$ cat config.mk
export PLATFORM = sky130hd
export DESIGN_NAME = id_remap_top
export DESIGN_NICKNAME = d
export VERILOG_FILES = /design/src/design/id_remap_pkg.sv /design/src/design/remap_slot.sv /design/src/design/slot_allocator.sv /design/src/design/response_restorer.sv /design/src/design/id_remap_channel.sv /design/src/design/id_remap_top.sv
export VERILOG_INCLUDE_DIRS = /design/src /design/src/design
export SDC_FILE = /design/constraint.sdc
export NUM_CORES = 1
export LEC_CHECK = 0
export BUFFER_PORTS_ARGS = -buffer_cell sky130_fd_sc_hd__buf_2
export CAP_MARGIN = 15
export CORE_MARGIN = 2
export CORE_UTILIZATION = 48
export CTS_BUF_LIST = sky130_fd_sc_hd__clkbuf_16
export CTS_CLUSTER_DIAMETER = 150
export DETAILED_ROUTE_END_ITERATION = 16
export GPL_ROUTABILITY_DRIVEN = 0
export GPL_TIMING_DRIVEN = 1
export HOLD_SLACK_MARGIN = 0.15
export PLACE_DENSITY = 0.9
export SLEW_MARGIN = 30
export SYNTH_ARGS = -nofsm -noshare
export SYNTH_HDL_FRONTEND = slang
export SYNTH_SLANG_ARGS = --single-unit
$ cat constraint.sdc
create_clock -name clk_i -period 3.1 [get_ports clk_i]
set_input_delay 0.62 -clock clk_i [delete_from_list [all_inputs] [get_ports clk_i]]
set_output_delay 0.62 -clock clk_i [all_outputs]
set_load 0.05 [all_outputs]
$ cat src/design/id_remap_consts.svh
`ifndef ID_REMAP_CONSTS_SVH
`define ID_REMAP_CONSTS_SVH

// Manager-side transaction ID width
`define REMAP_ID_IN_W 6

// Remap table depth per channel
`define REMAP_SLOTS 4

// Subordinate-side ID, one code per table slot
`define REMAP_SUB_ID_W $clog2(`REMAP_SLOTS)

// Outstanding transactions per slot, saturates at all ones
`define REMAP_CNT_W 2

// Request payload fields
`define REMAP_ADDR_W 16
`define REMAP_LEN_W 4

`endif

$ cat src/design/id_remap_pkg.sv
`include "id_remap_consts.svh"

package id_remap_pkg;

    // AW request payload
    typedef struct packed {
        logic [`REMAP_ADDR_W-1:0] addr;
        logic [`REMAP_LEN_W-1:0]  len;
        logic [2:0]               size;
    } wr_payload_t;

    // AR request payload, prot in place of size
    typedef struct packed {
        logic [`REMAP_ADDR_W-1:0] addr;
        logic [`REMAP_LEN_W-1:0]  len;
        logic [2:0]               prot;
    } rd_payload_t;

    // Response beat (B or R without data)
    typedef struct packed {
        logic [1:0] resp;
        logic       last;
    } rsp_t;

    // One remap table entry as seen by allocator and restorer
    typedef struct packed {
        logic                      valid;
        logic [`REMAP_ID_IN_W-1:0] in_id;
        logic [`REMAP_CNT_W-1:0]   count;
    } slot_state_t;

endpackage

$ cat src/design/remap_slot.sv
`timescale 1ns/1ps
`include "id_remap_consts.svh"

module remap_slot (
    input  logic                      clk_i,
    input  logic                      rst_ni,
    input  logic                      alloc_i,
    input  logic [`REMAP_ID_IN_W-1:0] new_id_i,
    input  logic                      release_i,
    output id_remap_pkg::slot_state_t state_o
);

    localparam logic [`REMAP_CNT_W-1:0] CNT_MAX = '1;
    localparam logic [`REMAP_CNT_W-1:0] CNT_ONE = {{(`REMAP_CNT_W-1){1'b0}}, 1'b1};

    id_remap_pkg::slot_state_t state_q;

    always_ff @(posedge clk_i or negedge rst_ni) begin
        if (!rst_ni) begin
            state_q <= '0;
        end else begin
            case ({alloc_i, release_i})
                2'b10: begin
                    // A free slot takes the new ID, a busy one already holds it
                    if (!state_q.valid) begin
                        state_q.valid <= 1'b1;
                        state_q.in_id <= new_id_i;
                    end
                    state_q.count <= state_q.count + CNT_ONE;
                end
                2'b01: begin
                    state_q.count <= state_q.count - CNT_ONE;
                    // Last outstanding transaction gone
                    if (state_q.count == CNT_ONE) begin
                        state_q.valid <= 1'b0;
                    end
                end
                // Idle, or allocate and release together: count holds
                default: begin
                    state_q <= state_q;
                end
            endcase
        end
    end

    assign state_o = state_q;

    // Restorer must only release a slot that is in use
    a_release_valid: assert property (
        @(posedge clk_i) disable iff (!rst_ni)
        release_i |-> state_q.valid
    );

    // Allocator stalls before the counter could wrap
    a_alloc_not_full: assert property (
        @(posedge clk_i) disable iff (!rst_ni)
        alloc_i |-> (state_q.count != CNT_MAX)
    );

endmodule

$ cat src/design/slot_allocator.sv
`timescale 1ns/1ps
`include "id_remap_consts.svh"

module slot_allocator (
    input  logic [`REMAP_ID_IN_W-1:0]  req_id_i,
    input  id_remap_pkg::slot_state_t  slots_i [`REMAP_SLOTS],
    output logic [`REMAP_SLOTS-1:0]    alloc_o,
    output logic [`REMAP_SUB_ID_W-1:0] slot_idx_o,
    output logic                       stall_o
);

    logic [`REMAP_SLOTS-1:0]    match;
    logic [`REMAP_SLOTS-1:0]    free;
    logic [`REMAP_SUB_ID_W-1:0] match_idx;
    logic [`REMAP_SUB_ID_W-1:0] free_idx;
    logic                       match_any;
    logic                       free_any;

    always_comb begin
        match     = '0;
        free      = '0;
        match_idx = '0;
        free_idx  = '0;
        // Walk downwards so the lowest free index is the one kept
        for (int i = `REMAP_SLOTS - 1; i >= 0; i--) begin
            match[i] = slots_i[i].valid && (slots_i[i].in_id == req_id_i);
            free[i]  = !slots_i[i].valid;
            if (match[i]) begin
                match_idx = i[`REMAP_SUB_ID_W-1:0];
            end
            if (free[i]) begin
                free_idx = i[`REMAP_SUB_ID_W-1:0];
            end
        end
    end

    assign match_any = |match;
    assign free_any  = |free;

    // Same ID must stay on its slot to keep ordering, even if that slot is full
    assign stall_o = match_any ? (&slots_i[match_idx].count) : !free_any;

    assign slot_idx_o = match_any ? match_idx : free_idx;

    always_comb begin
        alloc_o             = '0;
        alloc_o[slot_idx_o] = !stall_o;
    end

    // Two slots holding the same ID would show up here as two grants
    always_comb begin
        a_alloc_onehot: assert ($onehot0(alloc_o | match));
    end

endmodule

$ cat src/design/response_restorer.sv
`timescale 1ns/1ps
`include "id_remap_consts.svh"

module response_restorer #(
    parameter bit RELEASE_ON_LAST = 1'b0
) (
    input  logic [`REMAP_SUB_ID_W-1:0] rsp_id_i,
    input  id_remap_pkg::slot_state_t  slots_i [`REMAP_SLOTS],
    input  logic                       fire_i,
    input  logic                       last_i,
    output logic [`REMAP_ID_IN_W-1:0]  orig_id_o,
    output logic                       hit_o,
    output logic [`REMAP_SLOTS-1:0]    release_o
);

    id_remap_pkg::slot_state_t sel;
    logic                      rel_en;

    // Subordinate ID is the slot index
    assign sel       = slots_i[rsp_id_i];
    assign orig_id_o = sel.in_id;
    assign hit_o     = sel.valid;

    // Read bursts keep the slot until their final beat
    assign rel_en = fire_i && (!RELEASE_ON_LAST || last_i);

    always_comb begin
        release_o           = '0;
        release_o[rsp_id_i] = rel_en;
    end

endmodule

$ cat src/design/id_remap_channel.sv
`timescale 1ns/1ps
`include "id_remap_consts.svh"

module id_remap_channel #(
    parameter type payload_t       = id_remap_pkg::wr_payload_t,
    parameter bit  RELEASE_ON_LAST = 1'b0
) (
    input  logic                       clk_i,
    input  logic                       rst_ni,
    // Manager request
    input  logic                       req_valid_i,
    output logic                       req_ready_o,
    input  logic [`REMAP_ID_IN_W-1:0]  req_id_i,
    input  payload_t                   req_payload_i,
    // Subordinate request
    output logic                       sub_req_valid_o,
    input  logic                       sub_req_ready_i,
    output logic [`REMAP_SUB_ID_W-1:0] sub_req_id_o,
    output payload_t                   sub_req_payload_o,
    // Subordinate response
    input  logic                       sub_rsp_valid_i,
    output logic                       sub_rsp_ready_o,
    input  logic [`REMAP_SUB_ID_W-1:0] sub_rsp_id_i,
    input  id_remap_pkg::rsp_t         sub_rsp_i,
    // Manager response
    output logic                       rsp_valid_o,
    input  logic                       rsp_ready_i,
    output logic [`REMAP_ID_IN_W-1:0]  rsp_id_o,
    output id_remap_pkg::rsp_t         rsp_o
);

    id_remap_pkg::slot_state_t  slots [`REMAP_SLOTS];
    logic [`REMAP_SLOTS-1:0]    grant;
    logic [`REMAP_SLOTS-1:0]    alloc;
    logic [`REMAP_SLOTS-1:0]    release_vec;
    logic                       stall;
    logic                       hit;
    logic                       req_fire;
    logic                       rsp_fire;

    // Request path, stalled when the table cannot take this ID
    assign sub_req_valid_o   = req_valid_i & ~stall;
    assign req_ready_o       = sub_req_ready_i & ~stall;
    assign sub_req_payload_o = req_payload_i;
    assign req_fire          = req_valid_i & req_ready_o;
    assign alloc             = grant & {`REMAP_SLOTS{req_fire}};

    // Response path, blocked while the addressed slot is empty
    assign rsp_valid_o     = sub_rsp_valid_i & hit;
    assign sub_rsp_ready_o = rsp_ready_i & hit;
    assign rsp_o           = sub_rsp_i;
    assign rsp_fire        = rsp_valid_o & rsp_ready_i;

    slot_allocator i_allocator (
        .req_id_i   ( req_id_i     ),
        .slots_i    ( slots        ),
        .alloc_o    ( grant        ),
        .slot_idx_o ( sub_req_id_o ),
        .stall_o    ( stall        )
    );

    for (genvar g = 0; g < `REMAP_SLOTS; g++) begin : g_slot
        remap_slot i_slot (
            .clk_i     ( clk_i          ),
            .rst_ni    ( rst_ni         ),
            .alloc_i   ( alloc[g]       ),
            .new_id_i  ( req_id_i       ),
            .release_i ( release_vec[g] ),
            .state_o   ( slots[g]       )
        );
    end

    response_restorer #(
        .RELEASE_ON_LAST ( RELEASE_ON_LAST )
    ) i_restorer (
        .rsp_id_i  ( sub_rsp_id_i   ),
        .slots_i   ( slots          ),
        .fire_i    ( rsp_fire       ),
        .last_i    ( sub_rsp_i.last ),
        .orig_id_o ( rsp_id_o       ),
        .hit_o     ( hit            ),
        .release_o ( release_vec    )
    );

    // Subordinate answers only IDs this channel handed out
    a_rsp_hit: assert property (
        @(posedge clk_i) disable iff (!rst_ni)
        sub_rsp_valid_i |-> hit
    );

endmodule

$ cat src/design/id_remap_top.sv
`timescale 1ns/1ps
`include "id_remap_consts.svh"

module id_remap_top (
    input  logic                        clk_i,
    input  logic                        rst_ni,
    // Write request, manager and subordinate side
    input  logic                        aw_valid_i,
    output logic                        aw_ready_o,
    input  logic [`REMAP_ID_IN_W-1:0]   aw_id_i,
    input  id_remap_pkg::wr_payload_t   aw_payload_i,
    output logic                        aw_sub_valid_o,
    input  logic                        aw_sub_ready_i,
    output logic [`REMAP_SUB_ID_W-1:0]  aw_sub_id_o,
    output id_remap_pkg::wr_payload_t   aw_sub_payload_o,
    // Write response, subordinate and manager side
    input  logic                        b_sub_valid_i,
    output logic                        b_sub_ready_o,
    input  logic [`REMAP_SUB_ID_W-1:0]  b_sub_id_i,
    input  id_remap_pkg::rsp_t          b_sub_i,
    output logic                        b_valid_o,
    input  logic                        b_ready_i,
    output logic [`REMAP_ID_IN_W-1:0]   b_id_o,
    output id_remap_pkg::rsp_t          b_o,
    // Read request, manager and subordinate side
    input  logic                        ar_valid_i,
    output logic                        ar_ready_o,
    input  logic [`REMAP_ID_IN_W-1:0]   ar_id_i,
    input  id_remap_pkg::rd_payload_t   ar_payload_i,
    output logic                        ar_sub_valid_o,
    input  logic                        ar_sub_ready_i,
    output logic [`REMAP_SUB_ID_W-1:0]  ar_sub_id_o,
    output id_remap_pkg::rd_payload_t   ar_sub_payload_o,
    // Read response beats, subordinate and manager side
    input  logic                        r_sub_valid_i,
    output logic                        r_sub_ready_o,
    input  logic [`REMAP_SUB_ID_W-1:0]  r_sub_id_i,
    input  id_remap_pkg::rsp_t          r_sub_i,
    output logic                        r_valid_o,
    input  logic                        r_ready_i,
    output logic [`REMAP_ID_IN_W-1:0]   r_id_o,
    output id_remap_pkg::rsp_t          r_o
);

    // Every B frees its write
    id_remap_channel #(
        .payload_t       ( id_remap_pkg::wr_payload_t ),
        .RELEASE_ON_LAST ( 1'b0                       )
    ) i_wr_channel (
        .clk_i             ( clk_i            ),
        .rst_ni            ( rst_ni           ),
        .req_valid_i       ( aw_valid_i       ),
        .req_ready_o       ( aw_ready_o       ),
        .req_id_i          ( aw_id_i          ),
        .req_payload_i     ( aw_payload_i     ),
        .sub_req_valid_o   ( aw_sub_valid_o   ),
        .sub_req_ready_i   ( aw_sub_ready_i   ),
        .sub_req_id_o      ( aw_sub_id_o      ),
        .sub_req_payload_o ( aw_sub_payload_o ),
        .sub_rsp_valid_i   ( b_sub_valid_i    ),
        .sub_rsp_ready_o   ( b_sub_ready_o    ),
        .sub_rsp_id_i      ( b_sub_id_i       ),
        .sub_rsp_i         ( b_sub_i          ),
        .rsp_valid_o       ( b_valid_o        ),
        .rsp_ready_i       ( b_ready_i        ),
        .rsp_id_o          ( b_id_o           ),
        .rsp_o             ( b_o              )
    );

    // Reads free their slot on the last R beat
    id_remap_channel #(
        .payload_t       ( id_remap_pkg::rd_payload_t ),
        .RELEASE_ON_LAST ( 1'b1                       )
    ) i_rd_channel (
        .clk_i             ( clk_i            ),
        .rst_ni            ( rst_ni           ),
        .req_valid_i       ( ar_valid_i       ),
        .req_ready_o       ( ar_ready_o       ),
        .req_id_i          ( ar_id_i          ),
        .req_payload_i     ( ar_payload_i     ),
        .sub_req_valid_o   ( ar_sub_valid_o   ),
        .sub_req_ready_i   ( ar_sub_ready_i   ),
        .sub_req_id_o      ( ar_sub_id_o      ),
        .sub_req_payload_o ( ar_sub_payload_o ),
        .sub_rsp_valid_i   ( r_sub_valid_i    ),
        .sub_rsp_ready_o   ( r_sub_ready_o    ),
        .sub_rsp_id_i      ( r_sub_id_i       ),
        .sub_rsp_i         ( r_sub_i          ),
        .rsp_valid_o       ( r_valid_o        ),
        .rsp_ready_i       ( r_ready_i        ),
        .rsp_id_o          ( r_id_o           ),
        .rsp_o             ( r_o              )
    );

endmodule

==> results of run 1 <==
placed cells by master (no fill, tap or decap), drive strengths merged, types with 9 or more instances in the layout:
master	Yosys	layout
nor2	11	11
mux2	42	42
xor2	29	29
mux4	14	14
dfrtp	72	72
inv	30	33
buf	65	101
ha	26	26
clkbuf	11	11
nand2	44	44
nand4	10	10
nor3	9	9
a21oi	19	19
o21ai	17	17
xnor2	35	35
how the worst min path moves through the flow:
| stage | from | end | slack, ns | cells past startpoint |
|---|---|---|---|---|
| 3_5_place_dp | i_rd_channel.g_slot[3].i_slot.state_o[1] | i_rd_channel.g_slot[3].i_slot.state_o[1] | 0.49 | 2 |
| 3_3_place_gp | i_rd_channel.g_slot[2].i_slot.state_o[1] | i_rd_channel.g_slot[2].i_slot.state_o[1] | 0.48 | 2 |
| 4_1_cts | rst_ni | i_wr_channel.g_slot[3].i_slot.state_o[8] | 0.41 | 1 |
| 5_1_grt | rst_ni | i_wr_channel.g_slot[3].i_slot.state_o[8] | 0.28 | 1 |
| 6_report | rst_ni | i_wr_channel.g_slot[3].i_slot.state_o[8] | 0.23 | 1 |
| 2_1_floorplan | rst_ni | i_rd_channel.g_slot[0].i_slot.state_o[0] | 0.32 | 0 |
sequential cells by signal, summed over array words and instances (netlist names):
signal	count
i_rd_channel.g_slot.i_slot.state_o	36
i_wr_channel.g_slot.i_slot.state_o	36
worst max-delay path, stage by stage:
cell and delay, ns:
clkbuf_4 0.16, xnor2_1 0.15, nand4_1 0.16, nor4_4 0.40, nand2_1 0.17, a311o_1 0.44, buf_6 0.16, a21oi_4 0.12
buf_6 0.17
power breakdown:
group          switching [uW]  total (uW)  internal (uW)
clock                     451        1010            557
sequential                435        1740           1300
combinational            1350        2370           1030
metrics by stage:
stage | cells | power, uW | hold slack (ns) | cell area (um2)
after floorplan | 502 | 3550 | 0.324 | 5250
after global placement | 653 | 3810 | 0.482 | 5450
after detailed placement | 653 | 3950 | 0.492 | 5450
after CTS | 676 | 5050 | 0.415 | 5850
after global routing | 681 | 5410 | 0.283 | 5980
final | 681 | 5120 | 0.226 | 5980
final cells by class:
type	count	area share (%)
clock buffer	9	3.77
tap	136	2.85
sequential	72	30.1
clock inverter	7	1.09
multi-input combinational	324	48.2
timing repair buffer	103	12.1
inverter	30	1.88
what timing repair did:
action,CTS,global route
pin swaps,8,10
setup buffers,7,5
resized for setup,14,20
setup endpoints to repair,2,36
logic make-up (layout without fill, tap and decap cells):
| kind of cell | after synthesis | after routing | share of synthesized area (%) |
|---|---|---|---|
| multiplexers | 57 | 57 | 15.5 |
| flip-flops | 72 | 72 | 34.9 |
| adder cells (fa/ha/maj) | 26 | 26 | 6.30 |
| AND/OR/NAND/NOR | 120 | 120 | 12.8 |
| buffers and inverters | 106 | 149 | 12.7 |
| XOR/XNOR | 64 | 64 | 10.9 |
| AO/OA/AOI/OAI | 57 | 57 | 6.96 |
routing by layer:
layer,GRT usage (%),wire [um]
met2,40.0,6490
met4,14.0,768
met1,25.1,4810
met3,5.39,812
met5,0,0
==> results.toml, run 1 <==
[run_status]
status = "complete, but fails checks"
violations = "negative setup slack"

[setup_path]
crit_required_ns = 2.48
crit_fanout = 6
cp.arrival_ns = 2.55
r2r_cells = 11
path_class = "input port to output port"
worstSetupEndpointType = "output port"
startpoint_type = "input port"
crit_end = "aw_ready_o"
r2r-end = "i_wr_channel.g_slot[1].i_slot.state_o[7]"
rrSetupSlack_ns = -0.01
r2r-start = "i_wr_channel.g_slot[3].i_slot.state_o[6]"
crit_start = "aw_id_i[4]"

[finish]
seq_area_um2 = 1800
synthToLayoutAreaGrowth_pct = 15.9
multi_input_area_um2 = 2880
antenna_cells = 0
fillers = 816
finalNetCount = 644
final_layout_size_suffix_gt1_share_pct = 39.3
final_core_util_pct = 57.7

[sta]
max_freq_mhz = 316
timing.final.crit_share_pct = 102
finalWorstSetupSlack_ns = -0.0672
hold_viol_final = 0
max-slew-margin-rel_pct = 67.5
skew_ns = 0.0123
period_minus_slack_ns = 3.17
fin_tns_setup_ns = -0.154
drv_slew = 0
setup_viol = 3
tightest_slew_ns = 0.488
rsz0062_at_grt = "true"

[grt]
grt_pass1_vias = 4160
antenna_found_initial = 0
grt_usage_pct = 23.0
grt_first_pass_wirelength_um = 20500
overflow = 0
grt_max_degree = 38

[drt]
drc = 0
num_vias = 3955
drtIter0Drc = 260
wire_per_inst_um = 18.9
drt_wl_total_um = 12900
vias_per_cell = 5.81
ant_nets = 0
dr.pass1.iters = 5

[clocking]
clkTransAtPathRegs_ns = 0.06
cts_num_sinks = 72
htreeDepth = 3
ctsHoldBuffers = 0
clock_path_buffers = 2
cts_root_buf = "clkbuf_16"
cts_made_buffers = 9
clk_latency_ns = 0.34
cts_tree = "yes"

[yosys]
syn-num-nets = 606
avgSynthCellArea_um2 = 10.3
synthFlopType = "dfrtp_1"
synthCells = 502
synth_area_leaders = "dfrtp_1, mux2_2, buf_4"
netlist_top_cells_count = "dfrtp_1, buf_4, nand2_1"
synth.distinct_cells = 55
yosys.area.top_type_share_pct = 34.9
ys_seq_area_share_pct = 34.9
netlist_area_um2 = 5160
synth-edff-count = 0
yosys_warnings = 0
yosysMostFrequentCell = "dfrtp_1"
synth-seq-cells = 72
yosysTopAreaCell = "dfrtp_1"
synth-async-reset-ratio_pct = 100

[min_path]
hp-class = "input port to async pin"

[floorplanning]
io_pins = 154
start_util_pct = 49.8
dieArea_um2 = 11600
core_um2 = 10400
dieWidth_um = 108
die_y_um = 108
rows = 37

[placement]
dp_hpwl_um = 9070
place.port_buffers = 51
dp_slack_ns = -0.244

[power_and_ir_drop]
leakage_uw = 0.00280
power.density_nw_per_um2 = 856
ir_worst_vdd_mv = 0.647

[job]
drv_cap = 0
No activity file was read; power rests on OpenSTA's default activity.
==> inputs of run 2 (changes only) <==
CAP_MARGIN = 20   (was 15)
CORE_ASPECT_RATIO = 0.7   (was default)
REMOVE_ABC_BUFFERS = 1   (was default)
==> results.toml, run 2 (synthesis results as in run 1) <==
[placement]
place.port_buffers = 51
dp_hpwl_um = 10000
dp_slack_ns = -0.256

[clocking]
clkTransAtPathRegs_ns = 0.06
clk_latency_ns = 0.34
cts_num_sinks = 72
clock_path_buffers = 2
htreeDepth = 3
cts_made_buffers = 9
cts_root_buf = "clkbuf_16"
cts_tree = "yes"

[setup_path]
cp.arrival_ns = 2.51
crit_fanout = 9
path_class = "flop to output port"
crit_required_ns = 2.48
worstSetupEndpointType = "output port"
rrSetupSlack_ns = 0.09
startpoint_type = "flop"

[drt]
drt_wl_total_um = 13300
dr.pass1.iters = 4
ant_nets = 0
drtIter0Drc = 248
drc = 0
vias_per_cell = 5.81
num_vias = 3896
wire_per_inst_um = 19.8

[grt]
grt_usage_pct = 23.4
antenna_found_initial = 0
grt_max_degree = 47
grt_first_pass_wirelength_um = 20700
grt_pass1_vias = 3894
overflow = 0

[sta]
max-slew-margin-rel_pct = 56.9
tightest_slew_ns = 0.646
max_freq_mhz = 319
hold_viol_final = 0
skew_ns = 0.00567
setup_viol = 2
holdWs_ns = 0.303
finalWorstSetupSlack_ns = -0.0302
rsz0062_at_grt = "true"
timing.final.crit_share_pct = 101
drv_slew = 0
period_minus_slack_ns = 3.13

[finish]
final_common_cell = "dfrtp_1"
final_layout_size_suffix_gt1_share_pct = 36.1
finalNetCount = 638
fillers = 861
synthToLayoutAreaGrowth_pct = 13.2
antenna_cells = 0
final_cell_mix = "dfrtp_1, buf_2, nand2_1, mux2_2, buf_4"

[job]
drv_cap = 0

[floorplanning]
io_pins = 154
dieWidth_um = 128
core_um2 = 10400
start_util_pct = 49.7
dieArea_um2 = 11600
die_y_um = 90.8
rows = 31

[run_status]
violations = "negative setup slack"
status = "complete, but fails checks"

[power_and_ir_drop]
leakage_uw = 0.00275
ir_worst_vdd_mv = 0.514
power.density_nw_per_um2 = 881
finalPower_uw = 5150

[min_path]
hp-class = "input port to async pin"
==> run 2: changes by cell type in the layout (fill, tap and decap cells not counted), sizes merged <==
cell / delta
clkbuf: -1
inv: -3
clkinvlp: -2
buf: -5
bufinv: +2
clkinv: +2
==> run 2: per-stage QoR <==
step / std cells / TNS, ns / util, % / instance area (um2)
after CTS: 666 / -0.00256 / 55.1 / 5730
after global routing: 670 / -0.292 / 56.2 / 5840
after floorplan: 426 / -1.80 / - / 4620
final: 670 / -0.0407 / 56.2 / 5840
after global placement: 650 / -3.86 / 51.6 / 5360
after detailed placement: 650 / -6.50 / 51.6 / 5360
==> run 2: final timing paths <==
check,start,endpoint,cells after the start
worst max-delay path,i_wr_channel.g_slot[2].i_slot.state_o[4],aw_ready_o,8
worst min-delay path,rst_ni,i_wr_channel.g_slot[2].i_slot.state_o[3],1
worst max register to register,i_wr_channel.g_slot[2].i_slot.state_o[4],i_wr_channel.g_slot[0].i_slot.state_o[7],10
worst min register to register,i_rd_channel.g_slot[3].i_slot.state_o[1],i_rd_channel.g_slot[3].i_slot.state_o[1],2
max in group asynchronous,rst_ni,i_rd_channel.g_slot[1].i_slot.state_o[0],2
min in group clk_i,i_rd_channel.g_slot[3].i_slot.state_o[1],i_rd_channel.g_slot[3].i_slot.state_o[1],2
==> run 2: timing repair <==
| action | 4_1_cts | 5_1_grt |
|---|---|---|
| pin swaps | 4 | 8 |
| endpoints found under the setup margin | 3 | 10 |
| resized for setup | 11 | 18 |
| gates cloned | 0 | 0 |
| setup buffers | 1 | 4 |
| hold buffers | 0 | 0 |
==> run 2: worst max-delay path, cell delays in order, from the launching register on <==
cell     delay, ns
dfrtp_1       0.40
xnor2_1       0.18
nand4_1       0.15
or4_4         0.44
and4_4        0.19
a311o_1       0.31
buf_6         0.17
a21oi_4       0.16
buf_6         0.17
==> run 2: power breakdown <==
part / internal [uW] / switching (uW) / total [uW]
clock network: 696 / 390 / 1090
logic: 1010 / 1330 / 2340
registers: 1310 / 418 / 1720
==> run 2: cell type report <==
| class | instances | area, um2 | share of cell area, % |
|---|---|---|---|
| clock buffers | 9 | 225 | 3.85 |
| clock inverters | 6 | 85.1 | 1.46 |
| inverters | 30 | 113 | 1.93 |
| multi-input cells | 324 | 2800 | 47.9 |
| flip-flops and latches | 72 | 1800 | 30.8 |
| well taps | 132 | 165 | 2.83 |
| repair buffers | 97 | 656 | 11.2 |
==> run 2: layer usage <==
| metal | share of wire, % | track usage (%) | vias to the layer above | wire, um |
|---|---|---|---|---|
| li1 | - | - | 1746 | - |
| met1 | 43 | 29.9 | 1943 | 5700 |
| met2 | 45 | 34.7 | 192 | 5930 |
| met3 | 11 | 13.2 | 15 | 1500 |
| met4 | 1.1 | 4.67 | 0 | 146 |
| met5 | 0 | 0 | - | 0 |
==> inputs of run 3 (changes only) <==
CORE_ASPECT_RATIO = 1.1   (was 0.7)
==> results.toml, run 3 (synthesis results as in run 1) <==
[drt]
drtIter0Drc = 167
drt_wl_total_um = 13900
ant_nets = 0
vias_per_cell = 5.83
wire_per_inst_um = 19.9
num_vias = 4069
dr.pass1.iters = 4
drc = 0

[setup_path]
worst_path_largest_cell_delay_ns = 0.57
r2r_cells = 12
cp.arrival_ns = 2.51
r2r-start = "i_wr_channel.g_slot[2].i_slot.state_o[4]"
cp_num_cells = 7
crit_fanout = 5
path_class = "flop to output port"
worstSetupEndpointType = "output port"
startpoint_type = "flop"
crit_slowest_cell = "or4_4"
rrSetupSlack_ns = 0.06
path_cells = "xor2_1, or4_4, and4_4, a311o_1, buf_6, a21oi_1, buf_4"
r2r-end = "i_wr_channel.g_slot[0].i_slot.state_o[6]"
worst-path-buf-inv = 2
crit_required_ns = 2.48
crit_family = "simple AND/OR/NAND/NOR gates"

[sta]
skew_ns = 0.0104
period_minus_slack_ns = 3.13
timing.final.crit_share_pct = 101
tightest_slew_ns = 0.821
drv_slew = 0
rsz0062_at_grt = "true"
holdWs_ns = 0.378
finalWorstSetupSlack_ns = -0.0348
max-slew-margin-rel_pct = 45.3
setup_viol = 2
max_freq_mhz = 319
hold_viol_final = 0

[clocking]
htreeDepth = 3
clock_path_buffers = 2
clkTransAtPathRegs_ns = 0.07
cts_tree = "yes"
cts_num_sinks = 72
cts_made_buffers = 9
clk_latency_ns = 0.33
cts_root_buf = "clkbuf_16"
ctsHoldBuffers = 0

[power_and_ir_drop]
ir_worst_vdd_mv = 0.784
finalPower_uw = 5370
power.density_nw_per_um2 = 882
leakage_uw = 0.00288

[placement]
place.port_buffers = 51
dp_hpwl_um = 9900
place_area_um2 = 5470

[floorplanning]
rows = 39
start_util_pct = 49.4
io_pins = 154
die_y_um = 113
dieWidth_um = 103
core_um2 = 10400
dieArea_um2 = 11600

[run_status]
violations = "negative setup slack"
status = "complete, but fails checks"

[finish]
final_common_cell = "dfrtp_1"
synthToLayoutAreaGrowth_pct = 17.9
final_layout_size_suffix_gt1_share_pct = 39.6
finish.instance_area_um2 = 6090
antenna_cells = 0
final_cell_mix = "dfrtp_1, buf_4, buf_2"
finalNetCount = 654

[grt]
grt_max_degree = 38
grt_pass1_vias = 4316
overflow = 0
grt_first_pass_wirelength_um = 21500
antenna_found_initial = 0
grt_usage_pct = 24.2

[min_path]
hp-class = "input port to async pin"

[job]
drv_cap = 0
run 3: cell types whose count changed in the layout (fill, tap and decap cells not counted), sizes merged:
cell / change
buf: +17
bufinv: +1
clkbuf: -1
clkinv: -2
inv: +2
run 3: how the worst max path moves through the flow:
stage	from	to	slack (ns)
after floorplan	ar_id_i[5]	ar_sub_valid_o	-0.29
after global placement	aw_id_i[2]	i_wr_channel.g_slot[0].i_slot.state_o[4]	-0.23
after detailed placement	aw_id_i[1]	i_wr_channel.g_slot[0].i_slot.state_o[6]	-0.34
after CTS	aw_id_i[4]	aw_ready_o	-0.02
after global routing	aw_id_i[1]	aw_ready_o	-0.12
final	i_wr_channel.g_slot[2].i_slot.state_o[3]	aw_ready_o	-0.03
run 3: worst register-to-register path, stage by stage, from the launching register on:
cell and delay [ns]:
dfrtp_1 0.41, xnor2_2 0.14, nand4_1 0.14, buf_4 0.13, buf_4 0.09, buf_4 0.11, nor4_4 0.04, or2_2 0.32
or3_2 0.47, a221oi_1 0.31, ha_2 0.28, nand2b_2 0.15, mux2_2 0.32
run 3: power breakdown:
| part | switching (uW) | leakage (uW) | internal [uW] |
|---|---|---|---|
| clock network | 415 | 0.000167 | 788 |
| logic | 1370 | 0.00182 | 1070 |
| registers | 418 | 0.000893 | 1310 |
| total | 2200 | 0.00288 | 3170 |
run 3: what timing repair did:
item                       in CTS  in global routing
setup endpoints to repair      10                 30
pin swaps                       4                  4
buffers inserted                8                  7
resized for setup              17                 19
run 3: cell type report:
class                      instances  area, um2
multi-input combinational        324       2840
sequential                        72       1800
timing repair buffer             113        807
fill                             832       4350
clock buffer                       9        225
tap                              143        179
clock inverter                     7        119
inverter                          30        113
run 3: through the flow:
step | utilization (%) | setup WS (ns) | std cells | TNS [ns]
6_report | 58.3 | -0.0348 | 698 | -0.0408
5_1_grt | 58.3 | -0.125 | 698 | -0.865
4_1_cts | 57.0 | -0.0198 | 691 | -0.0198
3_5_place_dp | 52.4 | -0.339 | 667 | -11.38
3_3_place_gp | 52.4 | -0.234 | 667 | -6.52
2_1_floorplan | - | -0.286 | 426 | -1.80
run 3: per-layer routing:
layer | GRT usage (%) | routed length [um] | part of all wire [%] | up-vias
met5 | 1.81 | 0 | 0 | -
met4 | 11.1 | 587 | 4.2 | 0
met3 | 10.6 | 1280 | 9.2 | 56
met2 | 38.2 | 6750 | 49 | 228
met1 | 28.2 | 5240 | 38 | 2012
li1 | - | - | - | 1773
